**src/verilog/dm_cfg.svh**
```systemverilog
`ifndef DM_CFG_SVH
`define DM_CFG_SVH

// ==============================
// memory geometry
// ==============================

// number of 32-bit words in the data memory
`define DM_WORDS 3072

// word index width, enough to address every word
`define DM_IDX_W 12

// ==============================
// legal byte address window
// ==============================

// first legal byte address
`define DM_ADDR_LB 32'h0000_0000

// last legal byte address, the top byte of the top word
`define DM_ADDR_UB ((`DM_WORDS * 4) - 1)

// ==============================
// access mode codes
// ==============================

// no access at all, always accepted
`define DM_NONE 3'd0
// full word
`define DM_W 3'd1
// signed halfword
`define DM_H 3'd2
// unsigned halfword
`define DM_HU 3'd3
// signed byte
`define DM_B 3'd4
// unsigned byte
`define DM_BU 3'd5

`endif

```
**src/verilog/dm_pkg.sv**
```systemverilog
`include "dm_cfg.svh"

package dm_pkg;

	// ==============================
	// access mode
	// ==============================

	// enum literals follow the mode macros one to one
	typedef enum logic [2:0] {
		mode_none = `DM_NONE,
		mode_w    = `DM_W,
		mode_h    = `DM_H,
		mode_hu   = `DM_HU,
		mode_b    = `DM_B,
		mode_bu   = `DM_BU
	} dm_mode_e;

	// ==============================
	// request and response
	// ==============================

	// one request from the pipeline, 68 bits
	typedef struct packed {
		logic [31:0] addr;
		logic [31:0] wdata;
		logic        we;
		dm_mode_e    mode;
	} dm_req_t;

	// one response, load data plus the check result, 33 bits
	typedef struct packed {
		logic [31:0] rdata;
		logic        ok;
	} dm_resp_t;

	// ==============================
	// internal transfers
	// ==============================

	// one block RAM access
	// be has one bit per byte lane, lane 0 is bits 7:0
	typedef struct packed {
		logic [`DM_IDX_W-1:0] idx;
		logic [3:0]           be;
		logic [31:0]          wdata;
	} dm_ram_req_t;

	// what the load side needs to know in the read cycle
	typedef struct packed {
		dm_mode_e   mode;
		logic [1:0] offset;
		logic       ok;
	} dm_lane_t;

endpackage

```
**src/verilog/dm_load_align.sv**
```systemverilog
`timescale 1ns/100ps

module dm_load_align (
	input  logic             rst,
	input  logic [31:0]      rword,
	input  dm_pkg::dm_lane_t tag,
	input  logic             tag_valid,
	output dm_pkg::dm_resp_t resp,
	output logic             resp_valid
);
	import dm_pkg::*;

	// halfword named by offset bit 1
	logic [15:0] lane_h;
	// byte named by the full offset
	logic [7:0] lane_b;
	// extended load result before the ok gate
	logic [31:0] ext_data;

	// ==============================
	// lane select
	// ==============================

	assign lane_h = tag.offset[1] ? rword[31:16] : rword[15:0];

	always_comb begin
		case (tag.offset)
			2'b00: lane_b = rword[7:0];
			2'b01: lane_b = rword[15:8];
			2'b10: lane_b = rword[23:16];
			default: lane_b = rword[31:24];
		endcase
	end

	// ==============================
	// sign or zero extension
	// ==============================

	always_comb begin
		case (tag.mode)
			mode_w: ext_data = rword;
			// sign bit replicated into the upper half
			mode_h: ext_data = {{16{lane_h[15]}}, lane_h};
			mode_hu: ext_data = {16'h0000, lane_h};
			// sign bit replicated into the upper three bytes
			mode_b: ext_data = {{24{lane_b[7]}}, lane_b};
			mode_bu: ext_data = {24'h00_0000, lane_b};
			// mode none returns zero
			default: ext_data = 32'h0000_0000;
		endcase
	end

	// ==============================
	// response
	// ==============================

	// failed checks give zero data
	assign resp.rdata = tag.ok ? ext_data : 32'h0000_0000;
	assign resp.ok    = tag.ok;

	// held low while reset is asserted
	assign resp_valid = tag_valid && !rst;

endmodule

```
**config.mk**
```make
export PLATFORM = sky130hd
export DESIGN_NAME = dm_load_align
export DESIGN_NICKNAME = d
export VERILOG_FILES = /design/src/verilog/dm_pkg.sv /design/src/verilog/dm_load_align.sv
export VERILOG_INCLUDE_DIRS = /design/src /design/src/verilog
export SDC_FILE = /design/constraint.sdc
export NUM_CORES = 1
export LEC_CHECK = 0
export BUFFER_PORTS_ARGS = -buffer_cell sky130_fd_sc_hd__buf_2
export CAP_MARGIN = 5
export CORE_MARGIN = 2
export CORE_UTILIZATION = 41
export DETAILED_ROUTE_END_ITERATION = 8
export PLACE_DENSITY = 0.87
export SLEW_MARGIN = 20
export SYNTH_ARGS = -nofsm -noshare
export SYNTH_HDL_FRONTEND = slang
export SYNTH_SLANG_ARGS = --single-unit
```
**constraint.sdc**
```tcl
create_clock -name vclk -period 1.69
set_clock_uncertainty 0.15 [all_clocks]
set_input_delay 0.169 -clock vclk [all_inputs]
set_output_delay 0.169 -clock vclk [all_outputs]
set_load 0.05 [all_outputs]
```
==> reports/qor.yml, run 1 <==
floorplan:
  die_w_um: 50.7
  start_util: 0.447
  die_y_um: 50.7
  io_pins: 74
  rows: 16
logic_synthesis:
  yosys-top-cells-area: "a21oi_1 (14%), nand2_1 (9.7%), mux2_2 (8.8%)"
  syn-num-nets: 179
  postSynthAreaPerCell_sq_um: 6.44
  syn_inst: 139
  yosys-mux-area-fraction: 0.136
  yosysWarnings: 0
  ys_seq_area_frac: 0
  synth_xor_area_frac: 0
  ys_types: 28
  syn_area_sq_um: 895
  yosysTopAreaCell: "a21oi_1"
  synth_compound_gate_area_share: 0.450
  yosysMostFrequentCell: "a21oi_1"
  synth_top_area_share: 0.140
  synthAdderAreaFrac: 0
  yosys-top-cells-count: "a21oi_1 (25), nand2_1 (23), nor2_1 (16)"
  synth_simple_gate_area_frac: 0.309
  synth_top_family_by_area: "compound AO/OA/AOI/OAI gates"
place:
  pre_cts_ws_ns: -0.532
  placed_cell_area_sq_um: 1550
  io_buffers: 74
  hpwl_um: 2990
  gp_congestion: 0.951
outcome:
  firstError: "[ERROR DPL-0038] Utilization greater than 100%, impossible to legalize"
  run_status: "did not finish"
  stop_stage: "5_1_grt"
timing:
  endpoint_type: "primary output"
  postGrtWorstEndpoint: "resp[12]"
global_route:
  grt_max_degree: 16
cts:
  cts_hold_buffers: 0
## logic make-up after synthesis
group,count (synthesis)
AND/OR/NAND/NOR,58
multiplexers,10
buffers and inverters,15
AO/OA/AOI/OAI,56
## what timing repair did
action / CTS
gates cloned: 2
resized for setup: 78
pin swaps: 12
buffers inserted: 8
setup endpoints to repair: 32
## stage by stage
step | utilization | TNS (ns) | cells
2_1_floorplan | - | -2.39 | 139
3_3_place_gp | 0.774 | -8.38 | 248
3_5_place_dp | 0.774 | -11.04 | 248
4_1_cts | 0.959 | -1.06 | 256
==> inputs of run 2 (changes only) <==
Settings changed: CORE_AREA set to 2 2 63 65, CORE_MARGIN 2 to not set, CORE_UTILIZATION 41 to not set, DIE_AREA set to 0 0 65 67, PLACE_DENSITY 0.87 to not set, PLACE_DENSITY_LB_ADDON set to 0.15.
==> reports/qor.yml, run 2 <==
hold_path:
  whs_endpoint: "resp_valid"
  worst_hold_startpoint: "rst"
  min-delay-path-class: "in -> out"
  hold_depth: 3
floorplan:
  dieArea_sq_um: 4360
  io_pins: 74  # unchanged
  rows: 22  # +6
  core_area_sq_um: 3610
  die_y_um: 67  # +32%
  start_util: 0.248  # -0.199
  die_w_um: 65  # +28%
layout:
  layout.cells.non_filler: 275
  post-route-util: 0.565
  ff_latch_area_sq_um: 0
  nets: 269
  area_delta_synth_final_pct: 128
  nClkBuffers: 0
  diodes: 0
  seq_cells: 0
  drive_above_1_share: 0.674
  final_area_sq_um: 2040
  layout_commonest_cell: "buf_2"
  most-common-layout-cells: "buf_2 (38), buf_4 (26), nand2_1 (23)"
  nFillCells: 334
place:
  pre_cts_ws_ns: -0.180  # +0.352 ns
  io_buffers: 74  # unchanged
  hpwl_um: 2980  # -0.17%
  placed_cell_area_sq_um: 1630  # +4.9%
  dp.cells: 274  # +10%
  gp_congestion: 0.861  # -9.5%
timing:
  fmax_mhz: 569
  setup_ws_ns: -0.0660
  timing_hold_violations_final: 0
  rsz0062_at_grt: "true"
  worst_slew_pin_slew_ns: 0.498
  timing.final.crit_period_ns: 1.76
  post-route-period-util: 1.04
  drv_slew: 0
  slew_headroom: 0.668
  setup_viol: 10
power_and_ir_drop:
  p_leak_nw: 0.857
  power.density_nw_per_um2: 323
  ir_worst_vdd_uv: 182
  p_total_mw: 0.657
route:
  drt_first_pass_iters: 4
  drtAntennaViolNets: 0
  wl_um: 3930
  drtIter0Drc: 93
  viasPerCell: 5.24
  drc: 0
  wl_per_cell_um: 14.3
  vias: 1440
global_route:
  grt_use_total: 0.182
  gr-total-overflow: 0
  grt_max_degree: 25
  antenna_found_initial: 0
  grt_pass1_wl_um: 6460
  grt_pass1_vias: 1432
logic_synthesis:
  ys_types: 28  # unchanged
  postSynthAreaPerCell_sq_um: 6.44  # unchanged
  syn_inst: 139  # unchanged
  yosysTopAreaCell: "a21oi_1"
  yosysMostFrequentCell: "a21oi_1"
  synth_top_area_share: 0.140  # unchanged
  syn_area_sq_um: 895  # unchanged
  syn-num-nets: 179  # unchanged
  yosysWarnings: 0  # unchanged
  yosys-top-cells-count: "a21oi_1 (25), nand2_1 (23), nor2_1 (16)"
  ys_seq_area_frac: 0  # unchanged
  yosys-top-cells-area: "a21oi_1 (14%), nand2_1 (9.7%), mux2_2 (8.8%)"
setup_path:
  worstPathMaxFanout: 7
  crit_path_start_kind: "input pin"
  required_ns: 1.37
  arrival_ns: 1.44
  startpoint: "tag[4]"
  critPathKind: "in -> out"
  endpoint_kind: "output pin"
outcome:
  run_status: "finished, violations left"
  violations: "negative setup slack"
job:
  drv_cap: 0
-- run 2: how the worst max path moves through the flow --
stage	to	slack [ns]	depth (start not counted)
final	resp[1]	-0.07	6
after CTS	resp[7]	-0.04	6
after global placement	resp[7]	-0.19	7
after floorplan	resp[19]	-0.30	6
after detailed placement	resp[7]	-0.18	7
after global routing	resp[6]	-0.12	7
-- run 2: layout make-up --
cell class                 count  area (sq um)  area share
tap                           48          60.1      0.0295
multi-input combinational    124          1050       0.517
inverter                       1          3.75     0.00184
timing repair buffer         102           920       0.452
-- run 2: cell families after synthesis --
logic type	after synthesis	share of synthesized area
AND/OR/NAND/NOR	58	0.309
AO/OA/AOI/OAI	56	0.450
buffers and inverters	15	0.105
multiplexers	10	0.136
-- run 2: routing by layer --
metal | global-route usage | wire length (um) | up-vias
li1 | - | - | 711
met1 | 0.235 | 1620 | 682
met2 | 0.343 | 2080 | 45
met3 | 0.0118 | 202 | 2
met4 | 0.0106 | 18 | 0
met5 | 0 | 0 | -
-- run 2: critical path, cell delays in order --
cell,delay [ns]
buf_8,0.10
or3b_4,0.41
a21boi_4,0.28
a222oi_1,0.20
nor2_4,0.13
buf_8,0.15
-- run 2: timing repair --
item | CTS | global route
cloned | 1 | 0
hold endpoints to repair | 0 | 0
setup endpoints to repair | 32 | 32
buffers inserted | 0 | 1
pin swaps | 18 | 16
hold buffers | 0 | 0
gates resized for setup | 81 | 28
-- run 2: power by group --
group	switching, mW	total, mW	internal [mW]
logic	0.371	0.657	0.286
registers	0	0	0
clock network	0	0	0
total	0.371	0.657	0.286
-- run 2: stage by stage --
stage	TNS, ns	hold slack [ns]
3_3_place_gp	-4.03	0.487
2_1_floorplan	-2.39	0.355
4_1_cts	-0.209	0.491
6_report	-0.378	0.490
5_1_grt	-1.27	0.510
3_5_place_dp	-3.69	0.492
No activity file was read; power rests on OpenSTA's default activity.
