### config.mk
export PLATFORM = sky130hd
export DESIGN_NAME = dm_access_check
export DESIGN_NICKNAME = d
export VERILOG_FILES = /design/src/verilog/dm_pkg.sv /design/src/verilog/dm_access_check.sv
export VERILOG_INCLUDE_DIRS = /design/src /design/src/verilog
export SDC_FILE = /design/constraint.sdc
export NUM_CORES = 1
export LEC_CHECK = 0
export BUFFER_PORTS_ARGS = -buffer_cell sky130_fd_sc_hd__buf_2
export CAP_MARGIN = 40
export CORE_MARGIN = 2
export CORE_UTILIZATION = 38
export CTS_BUF_LIST = sky130_fd_sc_hd__clkbuf_16
export DETAILED_ROUTE_END_ITERATION = 12
export GPL_TIMING_DRIVEN = 0
export MAX_ROUTING_LAYER = met4
export PLACE_DENSITY = 0.8
export SLEW_MARGIN = 20
export SYNTH_ARGS = -nofsm -noshare
export SYNTH_HDL_FRONTEND = slang
export SYNTH_SLANG_ARGS = --single-unit
export TNS_END_PERCENT = 50
### constraint.sdc
create_clock -name clk -period 3.3 [get_ports clk]
set_input_delay 0.66 -clock clk [delete_from_list [all_inputs] [get_ports clk]]
set_output_delay 0.66 -clock clk [all_outputs]
set_load 0.1 [all_outputs]
### src/verilog/dm_cfg.svh
`ifndef DM_CFG_SVH
`define DM_CFG_SVH

// ==============================
// memory geometry
// ==============================

// number of 32-bit words in the data memory
`define DM_WORDS 3072

// word index width, enough to address every word
`define DM_IDX_W 12

// ==============================
// legal byte address window
// ==============================

// first legal byte address
`define DM_ADDR_LB 32'h0000_0000

// last legal byte address, the top byte of the top word
`define DM_ADDR_UB ((`DM_WORDS * 4) - 1)

// ==============================
// access mode codes
// ==============================

// no access at all, always accepted
`define DM_NONE 3'd0
// full word
`define DM_W 3'd1
// signed halfword
`define DM_H 3'd2
// unsigned halfword
`define DM_HU 3'd3
// signed byte
`define DM_B 3'd4
// unsigned byte
`define DM_BU 3'd5

`endif

### src/verilog/dm_pkg.sv
`include "dm_cfg.svh"

package dm_pkg;

	// ==============================
	// access mode
	// ==============================

	// enum literals follow the mode macros one to one
	typedef enum logic [2:0] {
		mode_none = `DM_NONE,
		mode_w    = `DM_W,
		mode_h    = `DM_H,
		mode_hu   = `DM_HU,
		mode_b    = `DM_B,
		mode_bu   = `DM_BU
	} dm_mode_e;

	// ==============================
	// request and response
	// ==============================

	// one request from the pipeline, 68 bits
	typedef struct packed {
		logic [31:0] addr;
		logic [31:0] wdata;
		logic        we;
		dm_mode_e    mode;
	} dm_req_t;

	// one response, load data plus the check result, 33 bits
	typedef struct packed {
		logic [31:0] rdata;
		logic        ok;
	} dm_resp_t;

	// ==============================
	// internal transfers
	// ==============================

	// one block RAM access
	// be has one bit per byte lane, lane 0 is bits 7:0
	typedef struct packed {
		logic [`DM_IDX_W-1:0] idx;
		logic [3:0]           be;
		logic [31:0]          wdata;
	} dm_ram_req_t;

	// what the load side needs to know in the read cycle
	typedef struct packed {
		dm_mode_e   mode;
		logic [1:0] offset;
		logic       ok;
	} dm_lane_t;

endpackage

### src/verilog/dm_access_check.sv
`timescale 1ns/100ps
`include "dm_cfg.svh"

module dm_access_check (
	input  logic                clk,
	input  logic                rst,
	input  dm_pkg::dm_req_t     req,
	input  logic                req_valid,
	output dm_pkg::dm_ram_req_t ram_req,
	output logic                ram_en,
	output dm_pkg::dm_lane_t    tag,
	output logic                tag_valid
);
	import dm_pkg::*;

	// address lies inside the memory window
	logic in_window;
	// address meets the alignment rule of its mode
	logic aligned;
	// access is legal
	logic ok;
	// byte offset inside the addressed word
	logic [1:0] offset;
	// a legal store in this cycle
	logic do_write;
	// per-lane write enables
	logic [3:0] be;
	// store data moved into the selected lanes
	logic [31:0] lane_wdata;

	// ==============================
	// window and alignment check
	// ==============================

	assign offset = req.addr[1:0];

	// unsigned compare against both ends of the window
	assign in_window = (req.addr >= `DM_ADDR_LB) && (req.addr <= `DM_ADDR_UB);

	always_comb begin
		case (req.mode)
			// word needs both low bits clear
			mode_w: aligned = (offset == 2'b00);
			// halfword needs an even address
			mode_h, mode_hu: aligned = ~offset[0];
			// bytes fit anywhere
			mode_b, mode_bu: aligned = 1'b1;
			// none and unused codes
			default: aligned = 1'b0;
		endcase
	end

	// mode none is always fine, even outside the window
	assign ok = (req.mode == mode_none) || (in_window && aligned);

	// ==============================
	// byte enables and store data
	// ==============================

	// unsigned modes never store
	assign do_write = req_valid && ok && req.we;

	always_comb begin
		be = 4'b0000;
		lane_wdata = req.wdata;
		if (do_write) begin
			case (req.mode)
				mode_w: begin
					be = 4'b1111;
				end
				mode_h: begin
					// addr bit 1 picks the lower or upper pair
					be = offset[1] ? 4'b1100 : 4'b0011;
					lane_wdata = req.wdata << {offset[1], 4'b0000};
				end
				mode_b: begin
					// one lane, shifted by eight per offset step
					be = 4'b0001 << offset;
					lane_wdata = req.wdata << {offset, 3'b000};
				end
				default: begin
					be = 4'b0000;
				end
			endcase
		end
	end

	// out of window requests read word zero, the load side drops the data
	assign ram_req.idx   = in_window ? req.addr[`DM_IDX_W+1:2] : '0;
	assign ram_req.be    = be;
	assign ram_req.wdata = lane_wdata;

	// the RAM runs on every strobe, be decides whether anything is written
	assign ram_en = req_valid;

	// ==============================
	// lane tag for the read cycle
	// ==============================

	always_ff @(posedge clk) begin
		if (rst) begin
			tag_valid <= 1'b0;
		end else begin
			tag_valid <= req_valid;
		end
	end

	// tag payload, only loaded on a strobe
	always_ff @(posedge clk) begin
		if (req_valid) begin
			tag.mode   <= req.mode;
			tag.offset <= offset;
			tag.ok     <= ok;
		end
	end

endmodule

**Word-level counts from Yosys, hierarchy flattened**

Cells that the tools add are included.

- Register bits after elaboration: 7
- Input port bits: 71
- Output and inout port bits: 56
- Word-level logic and storage cells: 31

- $lt $le $gt $ge: 2
- Eq/ne operators: 5
- Shift-type cells: 3
- Multiplexer cells: 7
- Bitwise gates (word level): 1
- Reductions and logical operators: 9

Operators with widths:

| cell | count |
|---|---|
| $pmux W32 S2 | 1 |
| $shl A32 B5 Y32 | 2 |
| $ge A32 B1 Y1 const B | 1 |
| $le A32 B14 Y1 const B | 1 |
| $mux W32 | 1 |
| $mux W12 | 1 |
| $pmux W4 S3 | 1 |
| $mux W4 | 2 |
| $eq A3 B2 Y1 const B | 2 |
| $eq A3 B3 Y1 const B | 2 |
| $logic_and A1 B1 Y1 | 4 |
| $reduce_or A2 Y1 | 2 |
| $shl A1 B2 Y4 const A | 1 |
| $eq A3 B1 Y1 const B | 1 |
| $logic_not A3 Y1 | 1 |
| $pmux W1 S3 | 1 |
| $logic_not A2 Y1 | 1 |
| $logic_or A1 B1 Y1 | 1 |
| $not A1 Y1 | 1 |

**Longest topological paths before layout**

Gate-level depths: netlist (run 1).

- Depth after elaboration: 8
- Mapped depth: 9
- Mapped depth without buffers: 6

**Least setup slack after synthesis (run 1)**

Ideal clock, no wire load.

- Kind: input-to-output
- Start: input port req[2] in the netlist's numbering
- End: output port ram_req[10] in the netlist's numbering
- Arrival time: 3780 ps
- Required time: 2640 ps
- Setup slack: -1140 ps
- Stages: 7
- Buffers on the path: 2
- Cell sequence: buf_4 > inv_1 > ha_1 > a221oi_2 > nor4_4 > buf_2 > o21ai_0

RTL lines:

| what | RTL line | source |
|---|---|---|
| from (decl) | dm_access_check.sv:7 | `input dm_pkg::dm_req_t req,` |
| to (decl) | dm_access_check.sv:9 | `output dm_pkg::dm_ram_req_t ram_req,` |

==> results of run 1 <==
## layer usage
layer  GRT usage  vias up  part of all wire
met5           -        -                 0
met4      0.0651        0            0.0093
met3      0.0171        6             0.058
met2       0.477       96              0.52
met1       0.306      974              0.41
li1            -     1023                 -
## synthesized netlist by cell type, types with 2 or more instances
master    number  area [um2]
nand4b_1       8        70.1
nor2_1         9        33.8
edfxtp_1       6         180
mux2_1         2        22.5
ha_1           2        25.0
mux2i_1        8        80.1
nand3b_1       8        60.1
buf_2          3        15.0
mux2_2         6        67.6
inv_1         11        41.3
nand3_1       11        55.1
o21ai_0       17        85.1
clkbuf_1       9        33.8
and2_1        12        75.1
nor2b_1       11        68.8
nand2_1       35         131
a21boi_0       8        60.1
a21oi_1       13        65.1
buf_6          2        22.5
buf_4          6        45.0
nor4_1         4        25.0
## metrics by stage
step | power, mW | setup WS, ns | TNS (ns) | instances
2_1_floorplan | 0.409 | -0.441 | -5.03 | 207
3_3_place_gp | 0.495 | -0.629 | -7.47 | 381
3_5_place_dp | 0.500 | -0.646 | -9.02 | 381
4_1_cts | 0.750 | -0.114 | -0.746 | 392
5_1_grt | 0.789 | -0.00904 | -0.00904 | 403
6_report | 0.764 | 0.0615 | 0 | 403
## power breakdown
part	switching (mW)	internal (mW)	leakage (nW)
logic	0.314	0.140	1.25
clock network	0.0479	0.158	0.0423
registers	0.00133	0.104	0.0668
total	0.363	0.401	1.36
## worst paths after layout
path,end,slack (ns),depth (start not counted)
max,ram_req[30],0.06,10
min,tag_valid,0.60,2
## cells by family after synthesis
logic type | after synthesis
multiplexers | 16
AO/OA/AOI/OAI | 45
XOR/XNOR | 1
AND/OR/NAND/NOR | 105
flip-flops | 7
buffers and inverters | 31
adder cells (fa/ha/maj) | 2
## worst max-delay path, delay by kind of cell
family / cells / cell delay (ns)
compound gates: 1 / 0.26
simple gates: 3 / 0.38
buf+inv: 5 / 1.15
mux: 1 / 0.12
## registers in the layout (all words and copies together) (netlist names)
register	cells
tag_valid	1
tag	6
## layout make-up
type	count	share of cell area
inverter	11	0.0177
timing repair buffer	145	0.364
clock inverter	1	0.00136
clock buffer	3	0.0273
multi-input combinational	169	0.444
sequential	7	0.0727
buffer	19	0.0504
tap	48	0.0218
## what timing repair did
action | in CTS | in global routing
pin swaps | 6 | 6
endpoints found under the hold margin | 0 | 0
gates resized for setup | 77 | 18
endpoints found under the setup margin | 32 | 32
gates cloned | 1 | 0
setup buffers | 6 | 12
hold buffers | 0 | 0
==> metrics, run 1 <==
status finished clean; worst path cell trace buf_2 > buf_4 > nand4bb_1 > clkbuf_1 > clkbuf_2 > nand2_1 > a21boi_0 > mux2i_1 > nand3_1 > buf_6; WP data required between 2 and 3 ns; Global Route Usage Sum 0.259; CTS root buf clkbuf_16; gr ovfl total 0; n_diodes 0; first-pass GRT wire length ~8700 um; Setup crit start kind primary input; synthesis-to-layout area growth 92.2%; Max IR drop VDD 0.156 mV; endpoints failing setup 0; asr flop ratio synth 0; Vias per Instance roughly 5.2; Synth Area in Simple Gates 0.415; Critical Path End Type primary output; vias around 2.1k; hold crit path type in2reg; clock sink total 7; ys flop type edfxtp_1; Post-synth EDFFs 6; slew margin rel. 0.670; H-tree depth 1; Nets about 430; Die W ~65 um; multi-input logic area 1220 um2; Die ar. between 4000 and 5000 um2; CTS tree yes; vias in the first global route approximately 1.9k; largest family of logic cells by synthesized area simple AND/OR/NAND/NOR gates; f_max a little over 300 MHz; Max Fanout on Critical Path 10; IO Port Bufs approximately 130; Post-Synth Adder-Cell Area 0.0175; Netlist cell types 37; post-synth design cell area about 1400 um2; max cap viols 0; average size of a mapped cell approximately 6.9 um2; minimum clock period ~3.2 ns; Finished Core Util 0.758; Rows 22; drt drc 0; WL per Instance ~14 um; Leak 1.36 nW; Hold WS about 0.6 ns; Crit Path Category in2out; Ports 127; Register Area about 200 um2; clk buf depth 2; multiplexer share of the synthesized area 0.119; Critical Path Source req[0]; placed cell area between 2000 and 2500 um2; count of final hold-check violations 0; XOR/XNOR Fraction of Synth Area 0.00611; Slew Limit Fails 0; number of fill cells in the layout around 290; register bit total from synthesis 7; Synth Warn # 0; post-route ant nets 0; Initial DRC Count approximately 260; Critical-path top delay cell clkbuf_1; Initial Utilization 0.394; Synth Net Count 280; pwr dens 278 nW/um2; initial antenna violation count 0; commonest cells after routing, fill and taps aside 97 x buf_2, 35 x nand2_1, 33 x buf_4, 13 x a21oi_1; Worst Max-Slew Pin Slew between 0.4 and 0.5 ns; Die H approximately 65 um; 1st-pass router iterations 5; Placer Congestion between 0.8 and 0.9; Worst Hold Launch rst; pin count of the biggest net entering global routing 11; most common cell after layout, fill and taps aside buf_2; post-synthesis compound-gate area fraction 0.193; share of post-route cells with drive strength above 1 0.541; Final Instance Area around 2800 um2; CP arrival ~2.6 ns; Seq/Total Area, Yosys 0.140; Worst-path clk slew ~0.04 ns; cells after synthesis approximately 210; Post-Route WL between 5000 and 6000 um; core box area between 3000 and 4000 um2; Num CTS Buffers 3; Max stage delay on crit path 0.32 ns; fin crit share 0.981; dpl hpwl about 4000 um
No activity file was read; power rests on OpenSTA's default activity.
==> run 2: changes to the inputs <==
--- a/config.mk
+++ b/config.mk
@@ -6,15 +6,16 @@
 export SDC_FILE = /design/constraint.sdc
 export NUM_CORES = 1
 export LEC_CHECK = 0
+export ABC_AREA = 1
 export BUFFER_PORTS_ARGS = -buffer_cell sky130_fd_sc_hd__buf_2
 export CAP_MARGIN = 40
 export CORE_MARGIN = 2
-export CORE_UTILIZATION = 38
+export CORE_UTILIZATION = 40
 export CTS_BUF_LIST = sky130_fd_sc_hd__clkbuf_16
 export DETAILED_ROUTE_END_ITERATION = 12
 export GPL_TIMING_DRIVEN = 0
 export MAX_ROUTING_LAYER = met4
-export PLACE_DENSITY = 0.8
+export PLACE_DENSITY = 0.74
 export SLEW_MARGIN = 20
 export SYNTH_ARGS = -nofsm -noshare
 export SYNTH_HDL_FRONTEND = slang
==> constraint.sdc (replaced) <==
create_clock -name clk -period 3.3 [get_ports clk]
set_input_delay 0.33 -clock clk [delete_from_list [all_inputs] [get_ports clk]]
set_output_delay 0.33 -clock clk [all_outputs]
set_load 0.1 [all_outputs]
==> metrics, run 2 <==
Max stage delay on crit path 0.42 ns; sequential share of power 0.126; ys flop type edfxtp_1; Netlist cell types 24; Placer Congestion slightly above 1; CP arrival 2.29 ns; clk buf depth 2; NetSw 454 uW; Max IR drop VDD ~0.22 mV; ranking of synthesized cells by area nand2_1 38%, nand4_1 12%, nand3_1 8.9%; dpl hpwl slightly above 6000 um; H-tree depth 1; CTS tree yes; unrepaired setup endpoints after global routing no; Max Fanout on Critical Path 10; endpoints failing setup 0; Num CTS Buffers 3; Finished Core Util 0.569; Die H 76.0 um; WL per Instance approximately 12 um; Post-synth EDFFs 6; core box area 5040 um2; Int Power 378 uW; setup TNS 0 ns; Initial Utilization 0.411; Vias per Instance 5.11; post-synth design cell area 2070 um2; vias between 3k and 4k; average size of a mapped cell 4.83 um2; clock sink total 7; Leak around 1.8 nW; Reg with most FFs tag; initial antenna violation count 0; Final Instance Area 2870 um2; Setup crit start kind primary input; hold crit path type in2reg; count leader, synth nand2_1; pwr dens just under 300 nW/um2; register bit total from synthesis 7; vias in the first global route around 3.0k; Post-CTS Setup Inserts 0; Clock power frac 0.243; count of final hold-check violations 0; WP data required between 2 and 3 ns; CTS root buf clkbuf_16; most common cell after layout, fill and taps aside nand2_1; post-cts sizing count 0; pin count of the biggest net entering global routing 11; busiest metal layer after global routing met2; Synth Net Count ~500; Critical-path top delay cell buf_2; top post-synthesis cells by count 212 x nand2_1, 40 x nand4_1, 37 x nand3_1; fin crit share 0.793; worst path cell trace buf_2 > buf_2 > inv_2 > ha_1 > a21oi_1 > nand2_1 > nand2_2 > o21bai_4 > nand2_2 > buf_6 > nand2_1 > nand2_1 > buf_2; Post-Route WL 7820 um; Critical Path Source req[2]; share of post-route cells with drive strength above 1 0.286; Worst Hold Endpoint tag_valid; Largest delay share family, worst path buffers and inverters; met3 usage 0.0500; Critical Path End Type primary output; Global Route Usage Sum 0.283; 1st-pass router iterations 5; number of fill cells in the layout 544; drt drc 0; Worst-path clk slew approximately 0.030 ns; cts hold-fix bufs 0; synthesis-to-layout area growth 38.5%; Seq/Total Area, Yosys 0.0967; n_diodes 0; asr flop ratio synth 0; Hold Crit Depth 2; Crit Path Category in2out; slew margin rel. 0.669; commonest cells after routing, fill and taps aside 212 x nand2_1, 135 x buf_2, 40 x nand4_1, 37 x nand3_1; IO Port Bufs 126; Rows 26; Synth Warn # 0; Regs by FF count tag: 6 flops, tag_valid: 1 flops; post-route ant nets 0; minimum clock period 2.62 ns; Combinational Power Share 0.630; Hold WS ~0.25 ns; placed cell area roughly 2800 um2; Die ar. between 5000 and 6000 um2; Nets about 630; Die W approximately 76 um; Slew Limit Fails 0; met2 usage 0.451; cells after synthesis 429; status finished clean; top cell type's share of synthesized area 0.384; Ports approximately 130; Worst Max-Slew Pin Slew ~0.50 ns; Synth area leader nand2_1; met1 usage 0.374; first-pass GRT wire length around 13000 um; max reg flops 6; f_max roughly 380 MHz; max cap viols 0; CP bufs+invs 5; Initial DRC Count between 200 and 300; switching share of power 0.546; Worst Hold Launch rst; gr ovfl total 0
run 2: cell types whose count changed after synthesis, sizes merged, moves of 10 or more:
cell / previous run / this run
and2: 12 / 1
nand2: 35 / 214
nor2: 9 / 34
nand3: 11 / 37
a21oi: 14 / 4
nor2b: 11 / 0
nand4: 0 / 40
inv: 11 / 38
run 2: final cells by class:
class / count / area [um2] / area share
Clock buffer: 3 / 75.1 / 0.0262
Sequential cell: 7 / 200 / 0.0698
Clock inverter: 1 / 5.00 / 0.00174
Multi-Input combinational cell: 353 / 1560 / 0.542
Buffer: 31 / 173 / 0.0602
Timing Repair Buffer: 126 / 631 / 0.220
Tap cell: 70 / 87.6 / 0.0305
Inverter: 38 / 143 / 0.0497
run 2: cell families (layout without fill, tap and decap cells):
group	after synthesis	count (layout)	synth area share
AOI/OAI and AO/OA	24	24	0.0653
adders and majority gates	2	2	0.0121
buffers and inverters	69	199	0.152
DFF	7	7	0.0967
and+or+nand+nor	327	327	0.674
run 2: power groups by stage:
| stage | clock [mW] | sequential [mW] | combinational [mW] |
|---|---|---|---|
| 2_1_floorplan | 0 | 0.154 | 0.346 |
| 3_3_place_gp | 0 | 0.106 | 0.516 |
| 3_5_place_dp | 0 | 0.106 | 0.519 |
| 4_1_cts | 0.208 | 0.105 | 0.521 |
| 5_1_grt | 0.212 | 0.106 | 0.564 |
| 6_report | 0.203 | 0.105 | 0.525 |
run 2: how the worst max path moves through the flow:
| stage | end | slack, ns | cells past startpoint |
|---|---|---|---|
| after CTS | ram_req[10] | 0.71 | 13 |
| after detailed placement | ram_req[10] | 0.72 | 13 |
| after floorplan | ram_req[32] | 0.45 | 9 |
| after global placement | ram_req[10] | 0.76 | 13 |
| final | ram_req[30] | 0.68 | 13 |
| after global routing | ram_req[28] | 0.48 | 13 |
run 2: through the flow:
| stage | worst slack (ns) | total power [mW] | instances |
|---|---|---|---|
| CTS | 0.714 | 0.833 | 629 |
| finish | 0.684 | 0.832 | 629 |
| global route | 0.485 | 0.882 | 629 |
| detailed placement | 0.720 | 0.625 | 625 |
| floorplan | 0.452 | 0.501 | 429 |
| global placement | 0.759 | 0.622 | 625 |
run 2: metal layers:
layer,vias to the layer above,part of all wire
li1,1641,-
met1,1402,0.44
met2,157,0.45
met3,16,0.090
met4,0,0.013
met5,-,0
==> run 3: changes to the inputs <==
--- a/config.mk
+++ b/config.mk
@@ -15,7 +15,7 @@
 export DETAILED_ROUTE_END_ITERATION = 12
 export GPL_TIMING_DRIVEN = 0
 export MAX_ROUTING_LAYER = met4
-export PLACE_DENSITY = 0.74
+export PLACE_DENSITY = 0.77
 export SLEW_MARGIN = 20
 export SYNTH_ARGS = -nofsm -noshare
 export SYNTH_HDL_FRONTEND = slang
==> constraint.sdc (replaced) <==
create_clock -name clk -period 2.4 [get_ports clk]
set_input_delay 0.24 -clock clk [delete_from_list [all_inputs] [get_ports clk]]
set_output_delay 0.24 -clock clk [all_outputs]
set_load 0.1 [all_outputs]
==> metrics, run 3 (synthesis results as in run 2) <==
WP data required around 2.2 ns; slew margin rel. 0.641; Critical Path Source req[2]; count of final hold-check violations 0; Leak 1.83 nW; Worst Max-Slew Pin Slew roughly 0.54 ns; pin count of the biggest net entering global routing 11; Setup crit start kind primary input; Critical Path Sink ram_req[23]; Initial DRC Count 224; Post-Route WL roughly 8000 um; Critical Path End Type primary output; Vias per Instance 5.00; pwr dens approximately 400 nW/um2; Hold WS around 0.17 ns; Post-CTS Setup Inserts 0; Die H approximately 76 um; max reg flops 6; vias 3143; post-route ant nets 0; status finished clean; most common cell after layout, fill and taps aside nand2_1; Nets between 600 and 700; synthesis-to-layout area growth 43.0%; hold crit path type in2reg; clk buf depth 2; Max IR drop VDD between 0.2 and 0.3 mV; n_diodes 0; first-pass GRT wire length roughly 13000 um; WL per Instance approximately 13 um; Ports 127; 1st-pass router iterations 5; vias in the first global route about 2.9k; Placer Congestion 1.01; max cap viols 0; placed cell area 2790 um2; Worst Hold Launch rst; commonest cells after routing, fill and taps aside 212 x nand2_1, 104 x buf_2, 40 x nand4_1, 37 x nand3_1, 32 x inv_1; unrepaired setup endpoints after global routing yes; endpoints failing setup 0; Reg with most FFs tag; drt drc 0; gr ovfl total 0; Crit Path Category in2out; CTS tree yes; dpl hpwl approximately 6000 um; H-tree depth 1; setup TNS 0 ns; IO Port Bufs ~130; Die W roughly 76 um; Worst-path clk slew roughly 0.040 ns; share of post-route cells with drive strength above 1 0.284; core box area just over 5000 um2; Rows 26; minimum clock period between 2 and 2.5 ns; Final Instance Area 2960 um2; Regs by FF count tag: 6 flops, tag_valid: 1 flops; Max Fanout on Critical Path 10; CTS root buf clkbuf_16; fin crit share 0.981; Slew Limit Fails 0; clock sink total 7; initial antenna violation count 0; Initial Utilization 0.411; Global Route Usage Sum 0.280; CP arrival approximately 2.1 ns; Die ar. 5770 um2; Num CTS Buffers 3; f_max approximately 420 MHz
[run 3: final cells by class]
cell class / count / area, um2
plain buffers: 31 / 173
clock buffers: 3 / 75.1
clock inverters: 1 / 3.75
fillers: 541 / 2080
inverters: 38 / 143
multi-input cells: 353 / 1560
flip-flops and latches: 7 / 200
well taps: 70 / 87.6
repair buffers: 126 / 719
[run 3: power by group]
group | switching (mW) | internal, mW | leakage [nW]
registers | 0.00190 | 0.143 | 0.0668
logic | 0.565 | 0.179 | 1.72
clock network | 0.0577 | 0.216 | 0.0423
[run 3: worst min path at each step]
stage                      endpoint  slack (ns)  cells past startpoint
after global routing      tag_valid        0.17                      2
after global placement    tag_valid        0.40                      2
after detailed placement  tag_valid        0.40                      2
after CTS                 tag_valid        0.16                      2
after floorplan           tag_valid        0.31                      1
final                     tag_valid        0.17                      2
[run 3: timing repair]
item	CTS	global route
endpoints found under the setup margin	0	33
hold buffers	0	0
gates resized for setup	0	55
[run 3: metal layers]
metal	vias to the layer above	global-route usage	part of all wire
met1	1374	0.383	0.46
met4	0	0.0345	0.0036
met2	123	0.454	0.46
li1	1639	-	-
met3	7	0.0429	0.078
met5	-	-	0
[run 3: through the flow]
step | utilization | power, mW | worst slack, ns | cells
4_1_cts | 0.569 | 1.14 | 0.0138 | 629
2_1_floorplan | - | 0.688 | -0.268 | 429
5_1_grt | 0.587 | 1.23 | -0.0934 | 629
6_report | 0.587 | 1.16 | 0.0460 | 629
3_5_place_dp | 0.553 | 0.860 | 0.0198 | 625
3_3_place_gp | 0.553 | 0.855 | 0.0377 | 625
[run 3: critical path: stages]
cell	delay, ns
buf_2	0.12
buf_2	0.23
inv_2	0.06
ha_1	0.18
a21oi_1	0.14
nand2_1	0.08
nand2_2	0.09
o21bai_4	0.14
nand2_2	0.16
buf_6	0.15
nand2_1	0.05
nand2_1	0.05
buf_2	0.41
